File: src/verilog/eth_stats_defines.svh
////////////////////
// Ethernet statistics collector
// Register map, frame length width and log record size
////////////////////

`ifndef ETH_STATS_DEFINES_SVH
`define ETH_STATS_DEFINES_SVH

// Width of the per-frame length field
`define ETH_FRAME_LEN_W 17

// 64-bit words in one log record
`define ETH_LOG_WORDS 8

// Register addresses
`define ETH_REG_CTRL 4'd0
`define ETH_REG_PERIOD 4'd1
`define ETH_REG_OVERFLOW 4'd2
// Stats halves live at 4 to 15, low half first
`define ETH_REG_STATS_BASE 4'd4

`endif
File: src/verilog/eth_stats_pkg.sv
////////////////////
// Ethernet statistics package
// Tap, summary, totals and control types
////////////////////

`default_nettype none

`include "eth_stats_defines.svh"

package eth_stats_pkg;

	// Monitored stream signals, beat when valid & ready
	typedef struct packed {
		logic valid;
		logic ready;
		logic last;
		logic user;
	} stream_tap_t;

	// One finished frame
	typedef struct packed {
		logic valid;
		logic [`ETH_FRAME_LEN_W-1:0] length;
		logic good;
	} frame_summary_t;

	// Running totals for one direction
	typedef struct packed {
		logic [63:0] bytes;
		logic [63:0] good;
		logic [63:0] bad;
	} stats_totals_t;

	typedef struct packed {
		logic enable;
		logic log_enable;
		logic clear;
		logic [15:0] log_id;
	} stats_ctrl_t;

endpackage

`default_nettype wire

File: src/verilog/eth_stats_top.sv
////////////////////
// Ethernet statistics collector top
// Meters and totals for tx and rx, register port and log stream
////////////////////

`timescale 1ns/1ps
`default_nettype none

module eth_stats_top (
	input wire logic clk,
	input wire logic reset,

	input wire eth_stats_pkg::stream_tap_t tx_tap,
	input wire eth_stats_pkg::stream_tap_t rx_tap,

	input wire logic [63:0] current_time,
	input wire logic time_running,

	input wire logic reg_wr,
	input wire logic reg_rd,
	input wire logic [3:0] reg_addr,
	input wire logic [31:0] reg_wdata,
	output logic [31:0] reg_rdata,
	output logic reg_rvalid,

	output logic [63:0] log_data,
	output logic log_last,
	output logic log_valid,
	input wire logic log_ready
);
	eth_stats_pkg::stats_ctrl_t ctrl;
	eth_stats_pkg::frame_summary_t tx_summary;
	eth_stats_pkg::frame_summary_t rx_summary;
	eth_stats_pkg::stats_totals_t tx_totals;
	eth_stats_pkg::stats_totals_t rx_totals;
	logic trigger;
	logic log_busy;
	logic [31:0] overflow_count;

	eth_stats_control control_i (
		.clk(clk),
		.reset(reset),
		.reg_wr(reg_wr),
		.reg_rd(reg_rd),
		.reg_addr(reg_addr),
		.reg_wdata(reg_wdata),
		.reg_rdata(reg_rdata),
		.reg_rvalid(reg_rvalid),
		.tx_totals(tx_totals),
		.rx_totals(rx_totals),
		.log_busy(log_busy),
		.time_running(time_running),
		.ctrl(ctrl),
		.trigger(trigger),
		.overflow_count(overflow_count)
	);

	// Transmit direction
	eth_frame_meter tx_meter_i (
		.clk(clk),
		.reset(reset),
		.tap(tx_tap),
		.summary(tx_summary)
	);

	eth_stats_accumulator tx_accum_i (
		.clk(clk),
		.reset(reset),
		.ctrl(ctrl),
		.summary(tx_summary),
		.totals(tx_totals)
	);

	// Receive direction
	eth_frame_meter rx_meter_i (
		.clk(clk),
		.reset(reset),
		.tap(rx_tap),
		.summary(rx_summary)
	);

	eth_stats_accumulator rx_accum_i (
		.clk(clk),
		.reset(reset),
		.ctrl(ctrl),
		.summary(rx_summary),
		.totals(rx_totals)
	);

	eth_stats_log log_i (
		.clk(clk),
		.reset(reset),
		.ctrl(ctrl),
		.trigger(trigger),
		.current_time(current_time),
		.overflow_count(overflow_count),
		.tx_totals(tx_totals),
		.rx_totals(rx_totals),
		.log_data(log_data),
		.log_last(log_last),
		.log_valid(log_valid),
		.log_ready(log_ready),
		.log_busy(log_busy)
	);
endmodule

`default_nettype wire

File: src/verilog/eth_stats_log.sv
////////////////////
// Statistics log
// Snapshot on trigger, sent as an 8-word record
////////////////////

`timescale 1ns/1ps
`default_nettype none

`include "eth_stats_defines.svh"

module eth_stats_log (
	input wire logic clk,
	input wire logic reset,
	input wire eth_stats_pkg::stats_ctrl_t ctrl,
	input wire logic trigger,
	input wire logic [63:0] current_time,
	input wire logic [31:0] overflow_count,
	input wire eth_stats_pkg::stats_totals_t tx_totals,
	input wire eth_stats_pkg::stats_totals_t rx_totals,

	output logic [63:0] log_data,
	output logic log_last,
	output logic log_valid,
	input wire logic log_ready,
	output logic log_busy
);
	localparam int IDX_W = $clog2(`ETH_LOG_WORDS);
	localparam logic [IDX_W-1:0] LAST_IDX = IDX_W'(`ETH_LOG_WORDS - 1);

	logic busy;
	logic start;
	logic [IDX_W-1:0] word_idx;
	logic [63:0] snap [`ETH_LOG_WORDS];

	// A trigger during a record is dropped here and counted upstream
	assign start = trigger && !busy;

	always_ff @(posedge clk) begin
		if (reset) begin
			busy <= 1'b0;
			word_idx <= '0;
		end else if (start) begin
			busy <= 1'b1;
			word_idx <= '0;
		end else if (busy && log_ready) begin
			if (word_idx == LAST_IDX)
				busy <= 1'b0;
			else
				word_idx <= word_idx + 1'b1;
		end
	end

	// Snapshot of all counters at the trigger
	always_ff @(posedge clk) begin
		if (start) begin
			snap[0] <= {ctrl.log_id, 16'd0, overflow_count};
			snap[1] <= current_time;
			snap[2] <= tx_totals.bytes;
			snap[3] <= tx_totals.good;
			snap[4] <= tx_totals.bad;
			snap[5] <= rx_totals.bytes;
			snap[6] <= rx_totals.good;
			snap[7] <= rx_totals.bad;
		end
	end

	// Word index only moves on an accepted word, so data holds under stall
	assign log_data = snap[word_idx];
	assign log_valid = busy;
	assign log_last = busy && (word_idx == LAST_IDX);
	assign log_busy = busy;
endmodule

`default_nettype wire

File: src/verilog/eth_stats_accumulator.sv
////////////////////
// Statistics accumulator
// 64-bit byte, good and bad frame totals
////////////////////

`timescale 1ns/1ps
`default_nettype none

module eth_stats_accumulator (
	input wire logic clk,
	input wire logic reset,
	input wire eth_stats_pkg::stats_ctrl_t ctrl,
	input wire eth_stats_pkg::frame_summary_t summary,
	output eth_stats_pkg::stats_totals_t totals
);
	always_ff @(posedge clk) begin
		if (reset || ctrl.clear) begin
			totals <= '0;
		end else if (ctrl.enable && summary.valid) begin
			totals.bytes <= totals.bytes + 64'(summary.length);
			if (summary.good)
				totals.good <= totals.good + 64'd1;
			else
				totals.bad <= totals.bad + 64'd1;
		end
	end
endmodule

`default_nettype wire

File: src/verilog/eth_frame_meter.sv
////////////////////
// Frame meter
// Length and status of each frame on one tap
////////////////////

`timescale 1ns/1ps
`default_nettype none

`include "eth_stats_defines.svh"

module eth_frame_meter (
	input wire logic clk,
	input wire logic reset,
	input wire eth_stats_pkg::stream_tap_t tap,
	output eth_stats_pkg::frame_summary_t summary
);
	logic beat;
	logic [`ETH_FRAME_LEN_W-1:0] count;
	logic [`ETH_FRAME_LEN_W-1:0] next_count;
	logic sum_valid;
	logic sum_good;
	logic [`ETH_FRAME_LEN_W-1:0] sum_length;

	assign beat = tap.valid && tap.ready;
	// Saturate rather than wrap on jumbo garbage
	assign next_count = (&count) ? count : count + 1'b1;

	always_ff @(posedge clk) begin
		if (reset) begin
			count <= '0;
			sum_valid <= 1'b0;
		end else begin
			sum_valid <= beat && tap.last;
			if (beat)
				count <= tap.last ? '0 : next_count;
		end
	end

	always_ff @(posedge clk) begin
		if (beat && tap.last) begin
			sum_length <= next_count;
			sum_good <= ~tap.user;
		end
	end

	always_comb begin
		summary.valid = sum_valid;
		summary.length = sum_length;
		summary.good = sum_good;
	end
endmodule

`default_nettype wire

File: src/verilog/eth_stats_control.sv
////////////////////
// Statistics control block
// Registers, sample timer, log trigger and overflow count
////////////////////

`timescale 1ns/1ps
`default_nettype none

`include "eth_stats_defines.svh"

module eth_stats_control (
	input wire logic clk,
	input wire logic reset,

	input wire logic reg_wr,
	input wire logic reg_rd,
	input wire logic [3:0] reg_addr,
	input wire logic [31:0] reg_wdata,
	output logic [31:0] reg_rdata,
	output logic reg_rvalid,

	input wire eth_stats_pkg::stats_totals_t tx_totals,
	input wire eth_stats_pkg::stats_totals_t rx_totals,
	input wire logic log_busy,
	input wire logic time_running,

	output eth_stats_pkg::stats_ctrl_t ctrl,
	output logic trigger,
	output logic [31:0] overflow_count
);
	logic enable;
	logic log_enable;
	logic clear_pulse;
	logic [15:0] log_id;
	logic [31:0] period;
	logic [31:0] sample_timer;
	logic [383:0] stats_words;
	logic [3:0] stats_idx;
	logic ctrl_wr;

	assign ctrl_wr = reg_wr && (reg_addr == `ETH_REG_CTRL);

	always_ff @(posedge clk) begin
		if (reset) begin
			enable <= 1'b0;
			log_enable <= 1'b0;
			log_id <= '0;
			period <= '1;
			clear_pulse <= 1'b0;
		end else begin
			// Clear is self-clearing, only high the cycle after the write
			clear_pulse <= ctrl_wr && reg_wdata[1];
			if (ctrl_wr) begin
				enable <= reg_wdata[0];
				log_enable <= reg_wdata[2];
				log_id <= reg_wdata[31:16];
			end
			if (reg_wr && (reg_addr == `ETH_REG_PERIOD))
				period <= reg_wdata;
		end
	end

	// Accumulators see enable already qualified by the time base
	always_comb begin
		ctrl.enable = enable && time_running;
		ctrl.log_enable = log_enable;
		ctrl.clear = clear_pulse;
		ctrl.log_id = log_id;
	end

	// Sample timer restarts after reaching the period
	always_ff @(posedge clk) begin
		if (reset || clear_pulse) begin
			sample_timer <= '0;
			trigger <= 1'b0;
		end else if (sample_timer >= period) begin
			sample_timer <= '0;
			trigger <= log_enable;
		end else begin
			sample_timer <= sample_timer + 32'd1;
			trigger <= 1'b0;
		end
	end

	// Triggers that land on a busy log block are lost
	always_ff @(posedge clk) begin
		if (reset || clear_pulse)
			overflow_count <= '0;
		else if (trigger && log_busy)
			overflow_count <= overflow_count + 32'd1;
	end

	// Stats halves in register order, tx_bytes low half at index 0
	assign stats_words = {rx_totals.bad, rx_totals.good, rx_totals.bytes,
		tx_totals.bad, tx_totals.good, tx_totals.bytes};
	assign stats_idx = reg_addr - `ETH_REG_STATS_BASE;

	always_ff @(posedge clk) begin
		if (reset)
			reg_rvalid <= 1'b0;
		else
			reg_rvalid <= reg_rd;
	end

	always_ff @(posedge clk) begin
		if (reg_rd) begin
			case (reg_addr)
				`ETH_REG_CTRL:
					reg_rdata <= {log_id, 13'd0, log_enable, 1'b0, enable};
				`ETH_REG_PERIOD:
					reg_rdata <= period;
				`ETH_REG_OVERFLOW:
					reg_rdata <= overflow_count;
				default: begin
					if (reg_addr >= `ETH_REG_STATS_BASE)
						reg_rdata <= stats_words[stats_idx * 32 +: 32];
					else
						reg_rdata <= '0;
				end
			endcase
		end
	end
endmodule

`default_nettype wire

File: config.mk
export PLATFORM = sky130hd
export DESIGN_NAME = eth_stats_top
export DESIGN_NICKNAME = d
export VERILOG_FILES = /design/src/verilog/eth_stats_pkg.sv /design/src/verilog/eth_stats_top.sv /design/src/verilog/eth_stats_log.sv /design/src/verilog/eth_stats_accumulator.sv /design/src/verilog/eth_frame_meter.sv /design/src/verilog/eth_stats_control.sv
export VERILOG_INCLUDE_DIRS = /design/src /design/src/verilog
export SDC_FILE = /design/constraint.sdc
export NUM_CORES = 2
export LEC_CHECK = 0
export BUFFER_PORTS_ARGS = -buffer_cell sky130_fd_sc_hd__buf_2
export CORE_MARGIN = 4
export CORE_UTILIZATION = 40
export DETAILED_ROUTE_END_ITERATION = 7
export PLACE_DENSITY = 0.63
export SYNTH_ARGS = -nofsm -noshare
export SYNTH_HDL_FRONTEND = slang
export SYNTH_SLANG_ARGS = --single-unit
File: constraint.sdc
create_clock -name clk -period 23.8 [get_ports clk]
set_input_delay 3.57 -clock clk [delete_from_list [all_inputs] [get_ports clk]]
set_output_delay 3.57 -clock clk [all_outputs]
set_load 0.05 [all_outputs]
Yosys cells after proc, flatten, opt, wreduce, memory -nomap -nowiden
Memory sizes are Yosys's and may differ from the RTL's. A register that Yosys moved wholly into a read port is not among the register bits.
Index checks and enable logic that the tools add are counted.
W data, S select, Z words.
{"block": "classes", "addsub": 12, "magnitude_cmp": 2, "eq_ne": 3, "shift": 1, "mux": 13, "n_bitwise": 6, "reduce_logical": 30}
{"cell": "$shiftx A384 B10 Y32", "n": 1}
{"cell": "$add A64 B1 Y64 const B", "n": 4}
{"cell": "$add A64 B17 Y64", "n": 2}
{"cell": "$pmux W32 S3", "n": 1}
{"cell": "$mux W17", "n": 4}
{"cell": "$add A32 B1 Y32 const B", "n": 2}
{"cell": "$add A17 B1 Y17 const B", "n": 2}
{"cell": "$reduce_and A17 Y1", "n": 2}
{"cell": "$ge A32 B32 Y1", "n": 1}
{"cell": "$mux W32", "n": 1}
{"cell": "$logic_and A1 B1 Y1", "n": 14}
{"cell": "$reduce_and A2 Y1", "n": 6}
{"cell": "$mux W3", "n": 2}
{"cell": "$not A1 Y1", "n": 6}
{"cell": "$reduce_or A2 Y1", "n": 3}
{"cell": "$mux W1", "n": 5}
{"cell": "$eq A4 B1 Y1 const B", "n": 1}
{"cell": "$eq A4 B2 Y1 const B", "n": 1}
{"cell": "$ge A4 B3 Y1 const B", "n": 1}
{"cell": "$logic_not A4 Y1", "n": 1}
{"cell": "$reduce_bool A2 Y1", "n": 2}
{"cell": "$sub A4 B3 Y4 const B", "n": 1}
{"cell": "$add A3 B1 Y3 const B", "n": 1}
{"cell": "$eq A3 B3 Y1 const B", "n": 1}
{"cell": "other kinds (2)", "n": 2}
{"block": "totals", "regBits": 609, "mem_bits_rw": 512, "input_bits": 114, "out_inout_bits": 99, "wordCells": 94, "n_memories": 1}
{"name": "log_i.snap", "depth": 8, "word_bits": 64, "read_ports": 1, "rd_clocked_by_memory_dff": 1, "write_ports": 8, "line": "eth_stats_log.sv:33", "text": "logic [63:0] snap [`ETH_LOG_WORDS];"}

Longest topological paths before layout
{"block": "depth", "depth_word": 5, "mapped_depth": 11, "ltp_nobuf": 9}

Cells and area by module
A second synthesis with hierarchy kept.
{"block": "hier_totals", "cells_unflattened": 4499, "hier_area_um2": 51655.8}
{"module": "eth_stats_log", "n_inst": 1, "cells_each": 812, "area_each_um2": 19013.2, "seq_area_each_um2": 15034.4}
{"module": "eth_stats_control", "n_inst": 1, "cells_each": 1023, "area_each_um2": 10164.7, "seq_area_each_um2": 3303.2}
{"module": "eth_stats_accumulator (tx_accum_i)", "n_inst": 1, "cells_each": 1154, "area_each_um2": 9509.1, "seq_area_each_um2": 3843.7}
{"module": "eth_stats_accumulator (rx_accum_i)", "n_inst": 1, "cells_each": 1152, "area_each_um2": 9472.8, "seq_area_each_um2": 3843.7}
{"module": "eth_frame_meter", "n_inst": 2, "cells_each": 179, "area_each_um2": 1747.9, "seq_area_each_um2": 900.9}

Worst setup path after synthesis
OpenSTA, ideal clock, no wires.
{"block": "synth_timing", "kind": "register -> register", "startpoint": "register log_i.busy, in the netlist log_i.log_busy", "endpoint": "register (tool-made name)", "setup_time_ps": 156, "arrival_time_ps": 24500, "required_ps": 23644, "slack_ps": -856, "stages_incl_launch_ff": 4, "path_buffers": 0, "synth_period_minus_slack_ps": 24656, "path_cell_list": "dfxtp_1 -> nor2b_1 -> or2_2 -> nor2_1"}
{"item": "from (decl)", "line": "eth_stats_log.sv:30", "text": "logic busy;"}
{"item": "from (signal assigned)", "line": "eth_stats_log.sv:40", "text": "busy <= 1'b0;"}
{"item": "from (signal assigned)", "line": "eth_stats_log.sv:43", "text": "busy <= 1'b1;"}
{"item": "from (signal assigned)", "line": "eth_stats_log.sv:47", "text": "busy <= 1'b0;"}

==> summary.md <==
| Metric | Value |
|---|---|
| Setup total negative slack | 0 ns |
| Total non-filler cell area in the finished layout | 57500 um^2 |
| Number of max-cap violations | 0 |
| Crit Reg-Reg Endpoint | log_i.snap[4][36]$_DFFE_PP_ |
| Share of the clock period used by the worst path | 31.4% |
| Worst r2r src | control_i.trigger$_SDFF_PP0_ |
| Predominant post-synthesis flop cell | edfxtp_1 |
| Max Clock Skew | 0.0229 ns |
| Post-detailed-route wirelength per cell | 28.1 um |
| Logic gate share of total power | under 10% |
| Sw frac | 22.0% |
| Synth top cells by count | edfxtp_1, dfxtp_1, nand2_1, nor2_1, a21oi_1 |
| Largest fanout on the critical path | 51 |
| Per-instance average area after synthesis | 11.3 um^2 |
| Areal power density over the cells | about 69 nW/um^2 |
| Filler cell count | between 10000 and 15000 |
| Endpoint kind of the worst setup timing path | output port |
| Register area | between 20000 and 30000 um^2 |
| Kind of launch point of the worst setup path | register |
| Count of different cell masters after synthesis | between 70 and 80 |
| Total count of hold-check failures in the final report | 0 |
| Net Switching | slightly below 0.0009 W |
| Area share of the leading cell type in the synthesized netlist | 33.3% |
| Number of antenna violations at the first check in global routing | 26 |
| Remaining routing DRC violations | 0 |
| Number of buffers added by the clock tree synthesis step | 114 |
| Via count | 38800 |
| Register-to-register setup slack | 20.04 ns |
| Max_slew headroom | 14.1% |
| Type of the tightest min-delay check | reg2reg |
| Final-report setup violation count | 0 |
| Data required time at the worst endpoint | 20.23 ns |
| Vias in the first global route | 34800 |
| Min Tclk post-route | ~7.5 ns |
| Achievable frequency | 0.134 GHz |
| Total core area | ~130000 um^2 |
| Worst Hold Endpoint | log_i.snap[0][59]$_DFFE_PP_ |
| Die Height | 365 um |
| Post-synthesis cell type with the largest combined area | edfxtp_1 |
| Worst Reg-to-Reg Cells | 3 |
| Number of standard cells after synthesis | 4493 |
| Net Count, Synth | 4687 |
| Clock Pin Slew Worst Setup and Hold Paths | 0.06 ns |
| CP Data Arrival Time | 3.91 ns |
| Share of total power in the clock network | 47.2% |
| DR iter-0 viols | 6093 |
| Share of the yosys chip area belonging to registers | a little over half |
| Lkg Pwr | 18.9 nW |
| Initial cell density of the core | about two fifths |
| Top post-synthesis cells by area | edfxtp_1, dfxtp_1, mux4_2, nand2_1, xor2_1 |
| Total grt overflow | 0 |
| Number of cells traversed by the worst hold path | 0 |
| Warnings from Yosys | 0 |
| Most common cell in the netlist | edfxtp_1 |
| I/O Buffers | 212 |
| Sequential power share | 50.2% |
| Overall routing resource usage | between 20% and 30% |
| Worst-Skew Late Latency | 0.73 ns |
| Clock sink count | 1108 |
| Area of the mapped netlist | 50900 um^2 |
| RSZ-0062 raised after global routing | false |
| Number of hold buffers added after CTS | 0 |
| Synth Register Bits | 1108 |
| Fraction of final layout cells with drive strength greater than 1 | 15.6% |
| Worst Hold Launch | control_i.log_id[11]$_SDFFE_PP0P_ |
| DIE AREA | 133000 um^2 |
| Final count of pins violating max slew | 0 |
| Number of instances resized during post-cts repair | 0 |
| Internal power summed over all cells | slightly above 0.003 W |
| Total routed wirelength | between 150000 and 200000 um |
| HPWL after detailed placement | 133000 um |
| Depth of the CTS H-tree | 3 |
| Category of the most critical setup path | reg2out |
| Deepest clock path buffer count | 3 |
| Clock Tree Root | clkbuf_16 |
| Residual antenna-violating net count after detailed routing | 0 |
| Area of the multi-input gates | 21900 um^2 |
| Std cell rows | 130 |
| Outcome | complete, no violations |
| Via count normalized by instance count | around 6.1 |
| Final weighted congestion in routability-driven placement | 0.984 |
| Layout-stage area growth over the synthesis result | 13.0% |
| Setup repair bufs after CTS | 0 |
| Placed Instance Area | 53500 um^2 |
| Wire length of the first global-routing pass | 255000 um |
| Die Span X | 365 um |
| Nets | 4827 |
| DR pass1 iterations | 8 |
| Actual slew at the worst max-slew pin | 1.28 ns |
| Pin count of the biggest net entering global routing | 190 |
| Number of top-level design ports | 213 |
| Async set-or-reset flop fraction in the synthesized netlist | 0% |
| Worst vdd rail ir drop | 0.0605 mV |
| CTS tree | yes |
| Number of synthesized flops with an enable pin | 564 |
layer usage:
| layer | vias up | track usage, % | share of wire (%) |
|---|---|---|---|
| met4 | 30 | 8.00 | 3.3 |
| met1 | 19200 | 38.5 | 41 |
| met5 | - | 0 | 0.12 |
| met2 | 2377 | 36.3 | 41 |
| met3 | 303 | 9.66 | 15 |
| li1 | 16800 | - | - |
worst max path at each step:
stage	end	slack (ns)	cells past startpoint
after floorplan	register	9.12	3
after detailed placement	control_i.reg_rdata[27]$_DFFE_PP_	17.02	7
after global placement	control_i.reg_rdata[27]$_DFFE_PP_	17.05	7
final	log_data[39]	16.32	5
after global routing	log_data[42]	16.09	5
after CTS	log_data[39]	16.27	5
critical path, cell delays in order (launching register included):
cell and delay, ns:
dfxtp_4 1.02, buf_4 0.78, mux4_2 0.60, nand2_1 0.08, o21ai_0 0.21, buf_2 0.33
state kept, by name (all words and copies together) (netlist names), 3 cells and up, named ones only:
register                  count
rx_meter_i.sum_length        17
control_i.log_id             16
control_i.sample_timer       32
control_i.reg_rdata          32
rx_meter_i.count             17
control_i.overflow_count     32
tx_accum_i.totals           192
log_i.snap                  496
tx_meter_i.sum_length        17
log_i.word_idx                3
rx_accum_i.totals           192
control_i.period             32
tx_meter_i.count             17
power by group through the flow:
stage | logic, W | clock network (W) | registers, W
floorplan | 0.0000516 | 0 | 0.00205
global placement | 0.000101 | 0 | 0.00204
detailed placement | 0.000102 | 0 | 0.00204
CTS | 0.000102 | 0.00190 | 0.00200
global route | 0.000109 | 0.00198 | 0.00200
finish | 0.000104 | 0.00189 | 0.00200
logic make-up after synthesis:
| kind of cell | Yosys count | share of synthesized area [%] |
|---|---|---|
| buf+inv | 327 | 2.45 |
| simple gates | 1699 | 16.3 |
| compound gates | 627 | 7.33 |
| mux | 297 | 11.1 |
| flops | 1108 | 54.7 |
| xor+xnor | 355 | 6.11 |
| fa+ha+maj | 80 | 2.00 |
area by class of cell:
cell class              instances  area share (%)
multi-input cells            3058            38.0
repair buffers                251            2.42
flip-flops and latches       1108            48.4
well taps                    1650            3.59
inverters                     100           0.653
clock inverters                48            1.05
diodes                          5          0.0218
clock buffers                 170            5.80
layout by cell type (no fill, tap or decap), types with 27 or more instances in the layout:
cell	count
a21oi_1	212
a22oi_1	58
and2_1	35
and3_1	85
and4_1	51
buf_2	209
buf_4	38
clkbuf_1	31
clkbuf_16	116
dfxtp_1	541
edfxtp_1	564
ha_1	78
inv_1	99
mux2_2	64
mux4_2	208
nand2_1	517
nand3_1	172
nand3b_1	34
nand4_1	109
nor2_1	420
nor3_1	60
o21ai_0	202
o31ai_1	27
or3_1	99
or4_1	30
xnor2_1	158
xor2_1	197
metrics by stage:
| stage | total power, W | utilization [%] | hold WS (ns) | setup slack [ns] | std cells |
|---|---|---|---|---|---|
| after floorplan | 0.00210 | - | 0.406 | 9.12 | 4493 |
| after global placement | 0.00215 | 42.5 | 0.442 | 17.05 | 6167 |
| after global routing | 0.00410 | 45.6 | 0.475 | 16.09 | 6385 |
| final | 0.00399 | 45.6 | 0.467 | 16.32 | 6390 |
| after detailed placement | 0.00215 | 42.5 | 0.443 | 17.02 | 6167 |
| after CTS | 0.00401 | 45.6 | 0.464 | 16.27 | 6385 |
Note: power is estimated with default switching activity, not from simulation.
